--- src/rtl/lsu_pkg.sv ---
////////////////////////////////////////////////////////////
// Shared widths, enums and structs of the load/store unit
////////////////////////////////////////////////////////////

`default_nettype none

package lsu_pkg;

  ////////////////////////////////////////////////////////////
  // Widths and limits
  ////////////////////////////////////////////////////////////

  localparam int unsigned ADDR_W          = 32;  // Byte address
  localparam int unsigned DATA_W          = 32;  // Bus data word
  localparam int unsigned BE_W            = DATA_W / 8;
  localparam int unsigned MAX_OUTSTANDING = 2;   // Bus transfers in flight
  localparam int unsigned CNT_W           = 2;   // Holds 0..MAX_OUTSTANDING

  ////////////////////////////////////////////////////////////
  // Enums
  ////////////////////////////////////////////////////////////

  // Access size, same coding as the funct3 low bits
  typedef enum logic [1:0] {
    SIZE_BYTE = 2'b00,
    SIZE_HALF = 2'b01,
    SIZE_WORD = 2'b10
  } lsu_size_e;

  typedef enum logic {
    SPLIT_FIRST  = 1'b0,  // First (or only) address phase
    SPLIT_SECOND = 1'b1   // Second phase of a misaligned access
  } split_state_e;

  ////////////////////////////////////////////////////////////
  // Structs
  ////////////////////////////////////////////////////////////

  // Request from the execute stage
  typedef struct packed {
    logic [ADDR_W-1:0] operand_a;  // Base register
    logic [ADDR_W-1:0] operand_b;  // Offset
    logic [DATA_W-1:0] wdata;      // Store data, unaligned
    logic              we;
    lsu_size_e         size;
    logic              sext;       // Sign extend loads
  } lsu_op_t;

  // Bus request payload
  typedef struct packed {
    logic [ADDR_W-1:0] addr;
    logic              we;
    logic [BE_W-1:0]   be;
    logic [DATA_W-1:0] wdata;
  } obi_req_t;

  // Travels with each accepted transfer to the response side
  typedef struct packed {
    lsu_size_e size;
    logic      sext;
    logic      we;
    logic [1:0] offset;  // Byte offset of the original address
    logic      last;     // Low only for the first part of a split
  } lsu_ctrl_t;

endpackage

`default_nettype wire

--- src/rtl/lsu_req_align.sv ---
////////////////////////////////////////////////////////////
// Request side: address, split tracking, byte enables and
// write data lane rotation
////////////////////////////////////////////////////////////

`timescale 1ns/100ps
`default_nettype none

module lsu_req_align (
  input  wire logic               clk,
  input  wire logic               rst_n,
  input  wire logic               valid_i,
  input  wire lsu_pkg::lsu_op_t   op_i,
  input  wire logic               accept_i,     // Bus took the current part
  output      logic               req_valid_o,
  output      lsu_pkg::obi_req_t  req_o,
  output      lsu_pkg::lsu_ctrl_t ctrl_o,
  output      logic               split_o,
  output      logic               last_o        // Last part accepted
);

  logic [lsu_pkg::ADDR_W-1:0] addr;       // Effective address
  logic [1:0]                 offset;
  logic                       needs_split;
  lsu_pkg::split_state_e      split_q;
  logic [lsu_pkg::BE_W-1:0]   be;
  logic [lsu_pkg::DATA_W-1:0] wdata;

  assign addr   = op_i.operand_a + op_i.operand_b;
  assign offset = addr[1:0];

  // Word not on a word boundary, or half crossing into the next word
  assign needs_split = ((op_i.size == lsu_pkg::SIZE_WORD) && (offset != 2'b00)) ||
                       ((op_i.size == lsu_pkg::SIZE_HALF) && (offset == 2'b11));

  // Only the first part of a split still has a second one pending
  assign split_o = valid_i && needs_split && (split_q == lsu_pkg::SPLIT_FIRST);
  assign last_o  = accept_i && !split_o;

  ////////////////////////////////////////////////////////////
  // Split state
  ////////////////////////////////////////////////////////////

  always_ff @(posedge clk or negedge rst_n) begin
    if (!rst_n) begin
      split_q <= lsu_pkg::SPLIT_FIRST;
    end else if (!valid_i) begin
      split_q <= lsu_pkg::SPLIT_FIRST;  // No instruction, start clean
    end else if (accept_i) begin
      split_q <= split_o ? lsu_pkg::SPLIT_SECOND : lsu_pkg::SPLIT_FIRST;
    end
  end

  ////////////////////////////////////////////////////////////
  // Byte enables
  ////////////////////////////////////////////////////////////

  always_comb begin
    be = '0;
    case (op_i.size)
      lsu_pkg::SIZE_BYTE: be = 4'b0001 << offset;  // One lane
      lsu_pkg::SIZE_HALF: begin
        if (split_q == lsu_pkg::SPLIT_FIRST)
          be = 4'b0011 << offset;   // Offset 3 keeps only the top lane
        else
          be = 4'b0001;             // Upper byte in lane 0 of next word
      end
      default: begin                // Word
        if (split_q == lsu_pkg::SPLIT_FIRST) begin
          be = 4'b1111 << offset;
        end else begin
          case (offset)             // Remaining low lanes
            2'b01:   be = 4'b0001;
            2'b10:   be = 4'b0011;
            2'b11:   be = 4'b0111;
            default: be = 4'b0000;  // Aligned word never gets here
          endcase
        end
      end
    endcase
  end

  // Rotate store data left by the byte offset, same for both parts
  always_comb begin
    case (offset)
      2'b01:   wdata = {op_i.wdata[23:0], op_i.wdata[31:24]};
      2'b10:   wdata = {op_i.wdata[15:0], op_i.wdata[31:16]};
      2'b11:   wdata = {op_i.wdata[7:0],  op_i.wdata[31:8]};
      default: wdata = op_i.wdata;
    endcase
  end

  ////////////////////////////////////////////////////////////
  // Outputs to the bus master and response side
  ////////////////////////////////////////////////////////////

  assign req_valid_o = valid_i;

  always_comb begin
    req_o.addr  = (split_q == lsu_pkg::SPLIT_SECOND) ?
                  {addr[lsu_pkg::ADDR_W-1:2], 2'b00} + lsu_pkg::ADDR_W'(4) :  // Next word
                  addr;
    req_o.we    = op_i.we;
    req_o.be    = be;
    req_o.wdata = wdata;
  end

  always_comb begin
    ctrl_o.size   = op_i.size;
    ctrl_o.sext   = op_i.sext;
    ctrl_o.we     = op_i.we;
    ctrl_o.offset = offset;
    ctrl_o.last   = !split_o;  // First half of a split is not last
  end

endmodule

`default_nettype wire

--- src/rtl/lsu_obi_master.sv ---
////////////////////////////////////////////////////////////
// Bus master: outstanding counter, request and accept
////////////////////////////////////////////////////////////

`timescale 1ns/100ps
`default_nettype none

module lsu_obi_master (
  input  wire logic              clk,
  input  wire logic              rst_n,
  input  wire logic              req_valid_i,  // Part ready to issue
  input  wire lsu_pkg::obi_req_t req_i,
  output      logic              accept_o,     // req_o and gnt_i together
  input  wire logic              gnt_i,
  input  wire logic              rvalid_i,
  output      logic              req_o,
  output      lsu_pkg::obi_req_t obi_req_o,
  output      logic              busy_o
);

  logic [lsu_pkg::CNT_W-1:0] cnt_q;     // Transfers in flight
  logic [lsu_pkg::CNT_W-1:0] cnt_d;
  logic                      cnt_full;
  logic                      count_up;
  logic                      count_down;

  ////////////////////////////////////////////////////////////
  // Request path
  ////////////////////////////////////////////////////////////

  assign cnt_full = (cnt_q >= lsu_pkg::CNT_W'(lsu_pkg::MAX_OUTSTANDING));

  // Hold off new requests while the response side is full
  assign req_o    = req_valid_i && !cnt_full;
  assign accept_o = req_o && gnt_i;

  // Payload straight from the aligner, stable while valid is held
  assign obi_req_o = req_i;

  ////////////////////////////////////////////////////////////
  // Outstanding counter
  ////////////////////////////////////////////////////////////

  assign count_up   = accept_o;   // Address phase done
  assign count_down = rvalid_i;   // Response phase done

  always_comb begin
    case ({count_up, count_down})
      2'b10:   cnt_d = cnt_q + 1'b1;
      2'b01:   cnt_d = cnt_q - 1'b1;
      default: cnt_d = cnt_q;        // Idle, or one in and one out
    endcase
  end

  always_ff @(posedge clk or negedge rst_n) begin
    if (!rst_n) begin
      cnt_q <= '0;
    end else begin
      cnt_q <= cnt_d;
    end
  end

  // Busy with transfers in flight or a request still waiting
  assign busy_o = (cnt_q != '0) || req_valid_i;

endmodule

`default_nettype wire

--- src/rtl/lsu_resp_align.sv ---
////////////////////////////////////////////////////////////
// Response side: control queue, read data realignment,
// extension and error merge
////////////////////////////////////////////////////////////

`timescale 1ns/100ps
`default_nettype none

module lsu_resp_align (
  input  wire logic                       clk,
  input  wire logic                       rst_n,
  input  wire logic                       accept_i,  // Push ctrl_i
  input  wire lsu_pkg::lsu_ctrl_t         ctrl_i,
  input  wire logic                       rvalid_i,  // Pop head
  input  wire logic [lsu_pkg::DATA_W-1:0] rdata_i,
  input  wire logic                       err_i,
  output      logic                       result_valid_o,
  output      logic [lsu_pkg::DATA_W-1:0] result_rdata_o,
  output      logic                       result_err_o
);

  lsu_pkg::lsu_ctrl_t           ctrl_q [lsu_pkg::MAX_OUTSTANDING];
  logic                         wr_ptr_q;
  logic                         rd_ptr_q;
  lsu_pkg::lsu_ctrl_t           head;         // Control of the answering transfer
  logic [lsu_pkg::DATA_W-1:0]   rdata_q;      // First part raw data
  logic                         err_q;        // First part error
  logic                         is_split;
  logic [2*lsu_pkg::DATA_W-1:0] rdata_full;
  logic [lsu_pkg::DATA_W-1:0]   rdata_aligned;

  ////////////////////////////////////////////////////////////
  // Control queue, one entry per transfer in flight
  ////////////////////////////////////////////////////////////

  always_ff @(posedge clk) begin
    if (accept_i)
      ctrl_q[wr_ptr_q] <= ctrl_i;
  end

  always_ff @(posedge clk or negedge rst_n) begin
    if (!rst_n) begin
      wr_ptr_q <= 1'b0;
      rd_ptr_q <= 1'b0;
    end else begin
      if (accept_i) wr_ptr_q <= !wr_ptr_q;
      if (rvalid_i) rd_ptr_q <= !rd_ptr_q;  // rvalid always follows its grant
    end
  end

  assign head = ctrl_q[rd_ptr_q];

  ////////////////////////////////////////////////////////////
  // First part capture
  ////////////////////////////////////////////////////////////

  always_ff @(posedge clk) begin
    if (rvalid_i && !head.last) begin
      err_q <= err_i;
      if (!head.we)
        rdata_q <= rdata_i;   // Stores carry no read data
    end
  end

  ////////////////////////////////////////////////////////////
  // Realign and extend
  ////////////////////////////////////////////////////////////

  // Same rule as the request side, taken from the stored control
  assign is_split = ((head.size == lsu_pkg::SIZE_WORD) && (head.offset != 2'b00)) ||
                    ((head.size == lsu_pkg::SIZE_HALF) && (head.offset == 2'b11));

  // New word above the stored low part, or doubled when not split
  assign rdata_full    = is_split ? {rdata_i, rdata_q} : {rdata_i, rdata_i};
  assign rdata_aligned = rdata_full[{head.offset, 3'b000} +: lsu_pkg::DATA_W];

  always_comb begin
    case (head.size)
      lsu_pkg::SIZE_BYTE:
        result_rdata_o = {{24{head.sext && rdata_aligned[7]}}, rdata_aligned[7:0]};
      lsu_pkg::SIZE_HALF:
        result_rdata_o = {{16{head.sext && rdata_aligned[15]}}, rdata_aligned[15:0]};
      default:
        result_rdata_o = rdata_aligned;  // Word
    endcase
  end

  // One strobe per instruction, on its last part
  assign result_valid_o = rvalid_i && head.last;
  assign result_err_o   = err_i || (is_split && err_q);

endmodule

`default_nettype wire

--- src/rtl/lsu_top.sv ---
////////////////////////////////////////////////////////////
// Load/store unit top, request, bus and response stages
////////////////////////////////////////////////////////////

`timescale 1ns/100ps
`default_nettype none

module lsu_top (
  input  wire logic                       clk,
  input  wire logic                       rst_n,
  // Execute port
  input  wire logic                       valid_i,
  input  wire lsu_pkg::lsu_op_t           op_i,
  output      logic                       ready_o,
  output      logic                       split_o,
  // Result port
  output      logic                       result_valid_o,
  output      logic [lsu_pkg::DATA_W-1:0] result_rdata_o,
  output      logic                       result_err_o,
  // Data bus
  output      logic                       req_o,
  output      lsu_pkg::obi_req_t          obi_req_o,
  input  wire logic                       gnt_i,
  input  wire logic                       rvalid_i,
  input  wire logic [lsu_pkg::DATA_W-1:0] rdata_i,
  input  wire logic                       err_i,
  output      logic                       busy_o
);

  logic               req_valid;   // Aligner has a part to issue
  lsu_pkg::obi_req_t  align_req;   // Aligned bus payload
  lsu_pkg::lsu_ctrl_t align_ctrl;  // Control of that part
  logic               accept;      // Part taken by the bus

  lsu_req_align i_lsu_req_align (
    .clk         (clk),
    .rst_n       (rst_n),
    .valid_i     (valid_i),
    .op_i        (op_i),
    .accept_i    (accept),
    .req_valid_o (req_valid),
    .req_o       (align_req),
    .ctrl_o      (align_ctrl),
    .split_o     (split_o),
    .last_o      (ready_o)      // Last part accepted frees the execute stage
  );

  lsu_obi_master i_lsu_obi_master (
    .clk         (clk),
    .rst_n       (rst_n),
    .req_valid_i (req_valid),
    .req_i       (align_req),
    .accept_o    (accept),
    .gnt_i       (gnt_i),
    .rvalid_i    (rvalid_i),
    .req_o       (req_o),
    .obi_req_o   (obi_req_o),
    .busy_o      (busy_o)
  );

  lsu_resp_align i_lsu_resp_align (
    .clk            (clk),
    .rst_n          (rst_n),
    .accept_i       (accept),
    .ctrl_i         (align_ctrl),
    .rvalid_i       (rvalid_i),
    .rdata_i        (rdata_i),
    .err_i          (err_i),
    .result_valid_o (result_valid_o),
    .result_rdata_o (result_rdata_o),
    .result_err_o   (result_err_o)
  );

endmodule

`default_nettype wire

--- config.mk ---
export PLATFORM = sky130hd
export DESIGN_NAME = lsu_top
export DESIGN_NICKNAME = d
export VERILOG_FILES = /design/src/rtl/lsu_pkg.sv /design/src/rtl/lsu_req_align.sv /design/src/rtl/lsu_obi_master.sv /design/src/rtl/lsu_resp_align.sv /design/src/rtl/lsu_top.sv
export SDC_FILE = /design/constraint.sdc
export NUM_CORES = 1
export LEC_CHECK = 0
export ABC_AREA = 1
export BUFFER_PORTS_ARGS = -buffer_cell sky130_fd_sc_hd__buf_2
export CAP_MARGIN = 20
export CORE_UTILIZATION = 43
export CTS_CLUSTER_SIZE = 16
export DETAILED_ROUTE_END_ITERATION = 10
export GPL_TIMING_DRIVEN = 0
export PLACE_DENSITY = 0.8
export REMOVE_ABC_BUFFERS = 1
export SETUP_SLACK_MARGIN = 0.1
export SLEW_MARGIN = 20
export SYNTH_ARGS = -nofsm -noshare
export SYNTH_HDL_FRONTEND = slang
export SYNTH_HIERARCHICAL = 1
export SYNTH_SLANG_ARGS = --single-unit
--- constraint.sdc ---
create_clock -name clk -period 4.5 [get_ports clk]
set_input_delay 1.125 -clock clk [delete_from_list [all_inputs] [get_ports clk]]
set_output_delay 1.125 -clock clk [all_outputs]
set_load 0.1 [all_outputs]
==> results of run 1 <==
==> layer usage <==
| metal | vias up | wire, um |
|---|---|---|
| met2 | 557 | 14400 |
| met1 | 4714 | 12000 |
| met5 | - | 0 |
| li1 | 4948 | - |
| met3 | 105 | 2280 |
| met4 | 0 | 1070 |
==> worst max-delay path, delay by kind of cell <==
family / cells / cell delay [ns]
simple gates: 8 / 0.98
fa+ha+maj: 2 / 0.53
buf+inv: 4 / 0.68
xor+xnor: 1 / 0.17
==> cell usage after synthesis (8+ instances only) <==
library cell	count
buf_2	8
nand4_1	11
nand2_2	40
nor2_4	14
nor2_2	21
nand3_1	178
buf_4	75
nand2_4	13
a221oi_1	32
nand2_1	439
edfxtp_1	39
inv_1	222
nand3_2	28
o21ai_0	37
a21oi_1	49
clkbuf_1	23
ha_1	38
xor2_1	19
nor2_1	66
o211ai_1	17
inv_2	16
==> cells in the final DEF, fill, tap and decap left out, types with 17 or more instances in the layout <==
cell,n
nand2_1,395
inv_1,211
nand3_1,164
buf_2,160
nand2_2,75
buf_4,55
buf_6,53
nor2_1,45
nand3_2,41
edfxtp_1,39
a21oi_1,32
nor2_4,30
nor2_2,26
ha_4,25
inv_2,24
a221oi_2,21
nand2_4,19
buf_12,19
a21oi_2,17
o211ai_1,17
==> metrics by stage <==
stage | util | hold WS (ns) | instances | total power, mW
final | 0.605 | 0.507 | 1900 | 7.68
after global routing | 0.605 | 0.534 | 1900 | 8.04
after CTS | 0.529 | 0.503 | 1868 | 7.20
after detailed placement | 0.480 | 0.493 | 1840 | 6.38
after global placement | 0.480 | 0.478 | 1840 | 6.33
after floorplan | - | 0.463 | 1331 | 5.44
==> power by group <==
part	total [mW]	leakage [nW]	switching, mW	internal, mW
clock	0.431	0.0840	0.167	0.264
combinational	6.67	5.57	5.14	1.52
sequential	0.586	0.416	0.0560	0.530
total	7.68	6.07	5.37	2.32
==> repair_timing <==
item                                    4_1_cts  5_1_grt
cloned                                        4        4
gates resized for setup                     179      311
endpoints found under the setup margin       94       88
buffers inserted                             16       28
pin swaps                                    18       76
==> kinds of logic (layout without fill, tap and decap cells) <==
kind of cell | count (synthesis) | count (layout) | synth area share
xor gates and xnor gates | 26 | 26 | 0.0261
muxes | 1 | 1 | 0.00115
DFF | 44 | 44 | 0.148
and+or+nand+nor | 834 | 836 | 0.465
buffers and inverters | 361 | 544 | 0.198
AOI/OAI and AO/OA | 145 | 145 | 0.104
adders and majority gates | 39 | 39 | 0.0567
==> layout make-up <==
cell class,count,area [um2]
sequential,44,1300
timing repair buffer,289,2230
clock inverter,3,47.5
fill,1722,7800
clock buffer,5,125
inverter,242,922
timing repair inverter,5,37.5
multi-input combinational,1047,6930
tap,265,332
==> worst min path at each step <==
stage,from,end,slack [ns],cells past startpoint
2_1_floorplan,i_lsu_resp_align/wr_ptr_q,i_lsu_resp_align/wr_ptr_q,0.46,1
3_3_place_gp,i_lsu_resp_align/wr_ptr_q,i_lsu_resp_align/wr_ptr_q,0.48,1
3_5_place_dp,i_lsu_resp_align/wr_ptr_q,i_lsu_resp_align/wr_ptr_q,0.49,1
4_1_cts,i_lsu_resp_align/wr_ptr_q,i_lsu_resp_align/wr_ptr_q,0.50,1
5_1_grt,i_lsu_resp_align/wr_ptr_q,i_lsu_resp_align/wr_ptr_q,0.53,1
6_report,i_lsu_resp_align/wr_ptr_q,i_lsu_resp_align/wr_ptr_q,0.51,1
==> registers in the layout (all words and copies together) (netlist names) <==
| name | flops |
|---|---|
| i_lsu_resp_align/rdata_q | 24 |
| i_lsu_resp_align/ctrl_q | 14 |
| i_lsu_obi_master/cnt_q | 2 |
| i_lsu_req_align/split_q | 1 |
| i_lsu_resp_align/err_q | 1 |
| i_lsu_resp_align/rd_ptr_q | 1 |
| i_lsu_resp_align/wr_ptr_q | 1 |
==> results.md, run 1 <==
* Reg2reg path depth at 5
* First-pass GRT wire length at 40,300 um
* Worst Tran Pin Value at approximately 0.74 ns
* Yosys cell types at 47
* Crit start category: primary input
* I/O pin count at roughly 250
* Initial antenna violation count at 0
* Slowest stage delay, CP at between 0.3 and 0.4 ns
* Share of layout cells above drive strength 1 at 0.393
* Mean post-synth cell area at between 6 and 7 um2
* Die ar. at 20,900 um2
* RSZ-0062 raised after global routing: true
* Htree depth at 2
* Smallest setup slack after layout at -0.109 ns
* Via count at a little over 10,000
* Clock latency on the worst-skew pair at 0.29 ns
* Post-synthesis cell count at about 1,500
* Placement Cell Area at 9470 um2
* # nets final at 1,811
* Top-area cell type share of the netlist area at 0.189
* LEAKAGE at ~6.1 nW
* VDD IR-drop max at roughly 550 uV
* Status: complete, but fails checks
* GR Layer Usage met1 at 0.301
* Post-synthesis sequential element count at 44
* Met2 usage at 0.418
* CTS Hold Buffers Added at 0
* WL/cell at 15.6 um
* Drt pass-1 iters at 5
* Number of global-route vias before repair at 8,654
* Die Y at ~140 um
* Root Buffer: clkbuf_16
* Post-synth ARST share at 0.114
* Setup TNS at -0.766 ns
* CP Launch Point: op_i[36]
* Largest net degree at the start of global routing at 61
* Initial Utilization at 0.443
* Diodes inserted at 0
* CTS tree: built
* Final count of pins violating max slew at 0
* CTS clock-pin slew for the worst setup and hold paths at ~0.07 ns
* Fin crit period at about 4.6 ns
* Final setup fails at 15
* Crit path arrival time at between 3 and 4 ns
* Hpwl dp at approximately 19,000 um
* Relative slew slack at 0.504
* Hold WC Path Type: reg2reg
* Worst-path maximum fanout at 4
* Rows at 51
* Critical Path RT at 3.38 ns
* Max cap viols at 0
* CTS Buffer Depth at 2
* TritonCTS buffer count at 5
* Worst path slowest cell: fa_2
* Core ar. at 19,700 um2
* Sequential-to-total area share from yosys stat at 0.148
* Cell accounting for the most synthesized area: nand2_1
* Placer congestion estimate at roughly 0.92
* Port Buffers at 244
* Gr usage total at 0.240
* Initial DRC count at around 730
* R2r startpoint: i_lsu_resp_align/rd_ptr_q
* Routed wire length at ~30,000 um
* Fmax at ~220 MHz
* Antenna violation net count after detailed routing at 0
* Cell Area, Synth at roughly 8700 um2
* Final Cell Area at around 12,000 um2
* Failing checks: negative setup slack
* Top area cells in the synthesized netlist: nand2_1 (19%), edfxtp_1 (13%), nand3_1 (10%)
* Vias per Instance at between 5 and 6
* Drt drc at 0
* Area Growth Syn to Fin at 36.4%
* Hold Vio Cnt, Final at 0
* Post-route clock period utilization at 1.02
* Post-synth EDFFs at 39
* R2R Setup Slk at between 2 and 3 ns
* Grt met3 use at 0.0341
* Worst-path cell chain: buf_6 > ha_4 > fa_2 > buf_4 > nand3_1 > nand3_2 > nand2_1 > nand2_1 > inv_2 > nand3_4 > nor2_4 > nand2_2 > nor2_4 > xnor2_1 > buf_6
* Clock Skew at about 0.0057 ns
* Critical Path Sink: obi_req_o[60]
* Crit Path Class: in2out
* GR Overflow Total at 0
* Crit. End Element: output port
* Setup WS pre-CTS at -1.59 ns
* Die Width at 145 um
* Syn. warnings at 6
* Power per standard cell area at roughly 640 nW/um2
* Prevailing post-synth register cell: edfxtp_1
* Worst R2R End: i_lsu_resp_align/rdata_q[19]
* Clock sinks at 44
* GR peak layer: met2
Note: power is estimated with default switching activity, not from simulation.
==> run 2: changes to the inputs <==
Settings changed: CTS_BUF_LIST from default to sky130_fd_sc_hd__clkbuf_8, RECOVER_POWER from default to 100.
==> run 2 against run 1 <==
The run still ends with negative setup slack left. Non-clock buffer count is 2 higher. Clock power shrank 26%. Sequential power fell by 3%. Combinational power is essentially flat. Die area unchanged. Critical path depth grew 1. Utilization is 0.55 points lower. Register-to-register slack worse by 0.04 ns. Global-route usage shrank 0.33 points. Via count up 0.41%. Critical endpoint is now obi_req_o[68]. Largest cell class unchanged.
==> results.md, run 2 (same netlist as run 1, synthesis figures left out) <==
* Most used cell, CP: nand2_1
* Antenna violation net count after detailed routing at 0
* Port Buffers at ~240
* Die ar. at 20,900 um2
* Rows at 51
* Area Growth Syn to Fin at 35.2%
* VDD IR-drop max at roughly 480 uV
* Crit Path Class: in2out
* Failing checks: negative setup slack
* Crit path arrival time at ~3.5 ns
* Die Y at between 100 and 150 um
* Setup TNS at -0.837 ns
* Routed wire length at slightly below 30,000 um
* CTS tree: built
* Core ar. at around 20,000 um2
* Crit start category: primary input
* Initial Utilization at 0.443
* Relative slew slack at 0.506
* CTS Buffer Depth at 2
* Share of layout cells above drive strength 1 at 0.373
* Max FFs per register at 24
* Placement Cell Area at around 9500 um2
* Initial DRC count at between 600 and 700
* Final setup fails at 15
* Root Buffer: clkbuf_8
* Top reg by flops: i_lsu_resp_align/rdata_q
* Htree depth at 2
* Placer congestion estimate at 0.917
* Worst Tran Pin Value at 0.740 ns
* CP Launch Point: op_i[36]
* Critical Path RT at 3.38 ns
* TritonCTS buffer count at 5
* Status: complete, but fails checks
* Commonest non-fill, non-tap cells in the layout: nand2_1 (396), inv_1 (211), nand3_1 (164)
* Vias per Instance at around 5.5
* Worst-path maximum fanout at 4
* Clock latency on the worst-skew pair at around 0.30 ns
* Number of global-route vias before repair at approximately 8,600
* Met2 usage at 0.411
* R2r startpoint: i_lsu_resp_align/rd_ptr_q
* Hold path startpoint: i_lsu_obi_master/cnt_q[1]
* Diodes inserted at 0
* Initial antenna violation count at 0
* LEAKAGE at roughly 6 nW
* Fmax at 217 MHz
* Total Power at between 7 and 8 mW
* Max cap viols at 0
* Buffers and inverters on the worst path at 4
* Smallest setup slack after layout at -0.103 ns
* I/O pin count at between 200 and 250
* WL/cell at 15.5 um
* Hpwl dp at just under 20,000 um
* Final Cell Area at ~12,000 um2
* Hold WC Path Type: reg2reg
* Top Family by Delay on Critical Path: simple AND/OR/NAND/NOR gates
* Worst-path cell chain: buf_6 > ha_4 > fa_2 > buf_4 > nand3_1 > nand3_2 > nand2_1 > nand2_1 > inv_2 > nand3_4 > nor2_4 > nand2_2 > nor2_4 > nand3_1 > nand2_1 > buf_12
* Core Util, Final at 0.599
* Filler cells at 1,759
* Grt met3 use at 0.0298
* CTS Hold Buffers Added at 0
* GR peak layer: met2
* GR Layer Usage met1 at 0.302
* Fin crit period at roughly 4.6 ns
* CTS clock-pin slew for the worst setup and hold paths at roughly 0.090 ns
* RSZ-0062 raised after global routing: true
* Slowest stage delay, CP at 0.38 ns
* GR Overflow Total at 0
* Crit. End Element: output port
* Largest regs: i_lsu_resp_align/rdata_q (24), i_lsu_resp_align/ctrl_q (14), i_lsu_obi_master/cnt_q (2)
* Clock Skew at 0.00888 ns
* First-pass GRT wire length at roughly 40,000 um
* Most common cell after layout, fill and taps aside: nand2_1
* Hold Vio Cnt, Final at 0
* Post-route clock period utilization at 1.02
* Die Width at between 100 and 150 um
* Gr usage total at 0.237
* Clock sinks at 44
* Largest net degree at the start of global routing at 61
* Worst path slowest cell: fa_2
* Final count of pins violating max slew at 0
* Drt pass-1 iters at 5
* Via count at about 10,000
* Drt drc at 0
* # nets final at between 1,500 and 2,000
* Power per standard cell area at 638 nW/um2
[run 2: cell type report]
| type | count | area (um2) | area share |
|---|---|---|---|
| repair buffers | 291 | 2210 | 0.187 |
| multi-input cells | 1046 | 6900 | 0.584 |
| flip-flops and latches | 44 | 1300 | 0.110 |
| inverters | 242 | 922 | 0.0781 |
| clock buffers | 5 | 68.8 | 0.00583 |
| repair inverters | 5 | 37.5 | 0.00318 |
| well taps | 265 | 332 | 0.0281 |
| clock inverters | 3 | 47.5 | 0.00402 |
[run 2: layer usage]
metal	up-vias	share of wire	routed length (um)
met2	550	0.49	14300
met1	4751	0.40	11800
met5	-	0	0
li1	4961	-	-
met4	0	0.032	952
met3	104	0.080	2350
[run 2: path summary, 6_finish.rpt]
kind / end / slack [ns] / cells past startpoint
worst max-delay path: obi_req_o[68] / -0.10 / 16
worst min-delay path: i_lsu_obi_master/cnt_q[1] / 0.51 / 2
worst max register to register: i_lsu_resp_align/rdata_q[19] / 2.48 / 6
worst min register to register: i_lsu_obi_master/cnt_q[1] / 0.51 / 2
max in group asynchronous: i_lsu_resp_align/rd_ptr_q / 3.57 / 1
min in group asynchronous: i_lsu_resp_align/rd_ptr_q / 0.67 / 1
[run 2: power by group]
group | switching, mW | total [mW] | internal [mW]
sequential | 0.0371 | 0.567 | 0.530
clock | 0.150 | 0.317 | 0.167
combinational | 5.13 | 6.65 | 1.52
[run 2: metrics by stage]
stage               setup slack, ns  std cells  hold slack, ns
finish                       -0.103       1901           0.507
global route                 -0.235       1901           0.533
CTS                          -0.163       1869           0.507
detailed placement            -1.59       1840           0.493
global placement              -1.49       1840           0.478
floorplan                     -2.05       1331           0.463
[run 2: worst min-delay path: stages, from the launching register on]
cell and delay, ns:
dfrtp_1 0.37, nand2_1 0.06, nand2_1 0.05
[run 2: what timing repair did]
item / in CTS / in global routing
gates cloned: 3 / 4
resized for setup: 178 / 309
endpoints found under the setup margin: 95 / 80
buffers inserted: 18 / 28
pin swaps: 18 / 77
==> run 3: changes to the inputs <==
Settings changed: CAP_MARGIN 20 to default, GPL_ROUTABILITY_DRIVEN from default to 0, PLACE_DENSITY 0.8 to 0.83, SYNTH_HIERARCHICAL 1 to default.
==> run 3 against run 2 <==
The flow still finishes with violations (negative setup slack). Clock skew is 0.0019 ns higher. Critical path depth is 1 higher. Sequential share of layout area is 1.1 points higher. Largest cell class unchanged. Highest routed layer unchanged. Cell count is 5.1% lower. Synthesized cell count is 9.5% lower. Non-clock buffer count is 6 higher. Worst hold slack better by 0.019 ns.
==> results.md, run 3 <==
* Htree depth at 2
* Top area cells in the synthesized netlist: nand2_1 (23%), edfxtp_1 (16%), inv_1 (12%)
* Largest regs: i_lsu_resp_align.rdata_q (25), i_lsu_resp_align.ctrl_q (14), i_lsu_obi_master.cnt_q (2)
* Vias per Instance at about 5.6
* Root Buffer: clkbuf_8
* First-pass GRT wire length at between 40,000 and 50,000 um
* Filler cells at between 1,000 and 1,500
* Number of global-route vias before repair at around 8,700
* Syn. warnings at 0
* CTS clock-pin slew for the worst setup and hold paths at about 0.090 ns
* CTS Buffer Depth at 2
* Initial DRC count at between 900 and 1,000
* Post-route clock period utilization at 1.04
* Smallest setup slack after layout at -0.182 ns
* Core Util, Final at 0.662
* Rows at 47
* Synth Area in Adders at 0.0675
* Yosys cell types at between 40 and 50
* Post-synthesis cell count at about 1,300
* LEAKAGE at approximately 5.5 nW
* Mean post-synth cell area at 5.60 um2
* Worst Tran Pin Value at approximately 0.93 ns
* Final count of pins violating max slew at 0
* Cell Area, Synth at between 7000 and 8000 um2
* Crit. End Element: output port
* # nets final at roughly 1,800
* Post-synth EDFFs at 40
* R2r startpoint: i_lsu_resp_align.rd_ptr_q
* Commonest non-fill, non-tap cells in the layout: nand2_1 (393), inv_1 (223), buf_2 (130)
* Hold Vio Cnt, Final at 0
* Hold path startpoint: i_lsu_obi_master.cnt_q[1]
* Die Width at roughly 130 um
* VDD IR-drop max at 945 uV
* Relative slew slack at 0.380
* Hpwl dp at roughly 18,000 um
* Post-synthesis sequential element count at 45
* Crit path arrival time at 3.56 ns
* Initial Utilization at 0.441
* Largest family of logic cells by synthesized area: simple AND/OR/NAND/NOR gates
* Fin crit period at ~4.7 ns
* Final setup fails at 18
* Power per standard cell area at ~680 nW/um2
* Cell accounting for the most synthesized area: nand2_1
* Multiplexer share of the synthesized area at 0
* Total Power at between 7 and 8 mW
* Sequential-to-total area share from yosys stat at 0.181
* Critical Path RT at about 3.4 ns
* Crit start category: primary input
* Simple-Gate Fraction of Synth Area at 0.390
* CP Launch Point: op_i[36]
* Largest net degree at the start of global routing at 50
* Die Y at between 100 and 150 um
* Slowest stage delay, CP at ~0.4 ns
* Most common cell after layout, fill and taps aside: nand2_1
* Setup WS pre-CTS at -1.60 ns
* Commonest cells in the netlist: nand2_1 (453), inv_1 (238), nor2_1 (111)
* GR Overflow Total at 0
* Post-synth ARST share at 0.111
* Die ar. at between 15,000 and 20,000 um2
* Clock sinks at 45
* Via count at about 10,000
* Drt drc at 0
* Worst-path maximum fanout at 5
* Most frequent cell after synthesis: nand2_1
* Initial antenna violation count at 1
* Max cap viols at 0
* Prevailing post-synth register cell: edfxtp_1
* Area Growth Syn to Fin at 50.0%
* TritonCTS buffer count at 5
* Port Buffers at 244
* Clock latency on the worst-skew pair at between 0.3 and 0.4 ns
* Most used cell, CP: nor2_4
* RSZ-0062 raised after global routing: true
* Compound-Gate Fraction of Synth Area at 0.188
* Max FFs per register at 25
* Core ar. at roughly 17,000 um2
* Status: complete, but fails checks
* Worst path slowest cell: fa_2
* Drt pass-1 iters at 8
* Synth Area in XOR/XNOR at 0.0227
* CTS tree: built
* Crit Path Class: in2out
* Antenna violation net count after detailed routing at 0
* Worst-path cell chain: buf_6 > ha_4 > fa_2 > nand2_4 > nand2_4 > inv_4 > ha_4 > nand2_4 > nor2_4 > nand2_2 > nor2_4 > nand3_4 > nor2_4 > nand2_2 > nor2_4 > xor2_1 > buf_6
* Top-area cell type share of the netlist area at 0.231
* WL/cell at ~15 um
* Share of layout cells above drive strength 1 at 0.319
* I/O pin count at about 250
* Top reg by flops: i_lsu_resp_align.rdata_q
* Fmax at between 200 and 250 MHz
* Gr usage total at 0.278
* Routed wire length at between 20,000 and 30,000 um
* Hold WC Path Type: reg2reg
* Clock Skew at around 0.011 ns
* Failing checks: negative setup slack
==> run 3: cell types whose count changed after synthesis, sizes merged, moves of 5 or more <==
cell	previous run	this run
buf	96	15
clkbuf	23	28
nand2	493	459
nand3	212	90
nor2	101	115
o21ai	38	98
o221ai	0	7
o22ai	0	17
or2	0	5
xor2	19	14
==> run 3: what timing repair did <==
action | CTS | global route
buffers inserted | 25 | 26
resized for setup | 264 | 235
hold endpoints to repair | 0 | 0
pin swaps | 35 | 43
setup endpoints to repair | 96 | 85
cloned | 4 | 6
hold buffers | 0 | 0
==> run 3: area by class of cell <==
| cell class | instances | area [um2] | area share |
|---|---|---|---|
| diodes | 1 | 2.50 | 0.000227 |
| clock buffers | 5 | 68.8 | 0.00625 |
| clock inverters | 3 | 47.5 | 0.00432 |
| inverters | 241 | 926 | 0.0840 |
| multi-input cells | 988 | 6010 | 0.546 |
| flip-flops and latches | 45 | 1330 | 0.120 |
| well taps | 220 | 275 | 0.0250 |
| repair buffers | 297 | 2330 | 0.211 |
| repair inverters | 4 | 27.5 | 0.00250 |
==> run 3: kinds of logic after synthesis <==
| family | Yosys count |
|---|---|
| xor gates and xnor gates | 19 |
| adders and majority gates | 39 |
| DFF | 45 |
| buffers and inverters | 284 |
| and+or+nand+nor | 697 |
| AOI/OAI and AO/OA | 228 |
==> run 3: final timing paths <==
| path | endpoint | slack (ns) | depth (start not counted) |
|---|---|---|---|
| max | obi_req_o[57] | -0.18 | 17 |
| min | i_lsu_obi_master.cnt_q[1] | 0.53 | 1 |
| max reg2reg | i_lsu_resp_align.rdata_q[16] | 2.35 | 6 |
| min reg2reg | i_lsu_obi_master.cnt_q[1] | 0.53 | 1 |
| max in group asynchronous | i_lsu_resp_align.rd_ptr_q | 3.62 | 1 |
| min in group asynchronous | i_lsu_obi_master.cnt_q[1] | 0.64 | 1 |
==> run 3: stage by stage <==
step	setup TNS (ns)	hold slack [ns]	instances	area [um2]
detailed placement	-92.81	0.510	1734	8680
global placement	-158.62	0.496	1733	8640
CTS	-1.31	0.527	1771	9950
finish	-1.63	0.526	1804	11000
floorplan	-150.35	0.469	1269	7140
global route	-3.36	0.542	1803	11000
==> run 3: power by group <==
part           total [mW]  leakage (nW)  internal [mW]  switching, mW
logic                6.61          5.05           1.60           5.01
clock network       0.324        0.0592          0.169          0.155
registers           0.585         0.424          0.541         0.0448
==> run 3: layer usage <==
layer  wire [um]  vias to the layer above  GRT usage
met1       10800                     4499      0.353
met5           0                        -          0
met4        1380                        0      0.116
met2       13400                      630      0.476
met3        2320                      147     0.0310
li1            -                     4772          -
==> run 3: worst max-delay path: cells and delay by family <==
kind                       cells  cell delay (ns)
and+or+nand+nor               10             1.13
adders and majority gates      3             0.68
buffers and inverters          3             0.42
xor gates and xnor gates       1             0.20
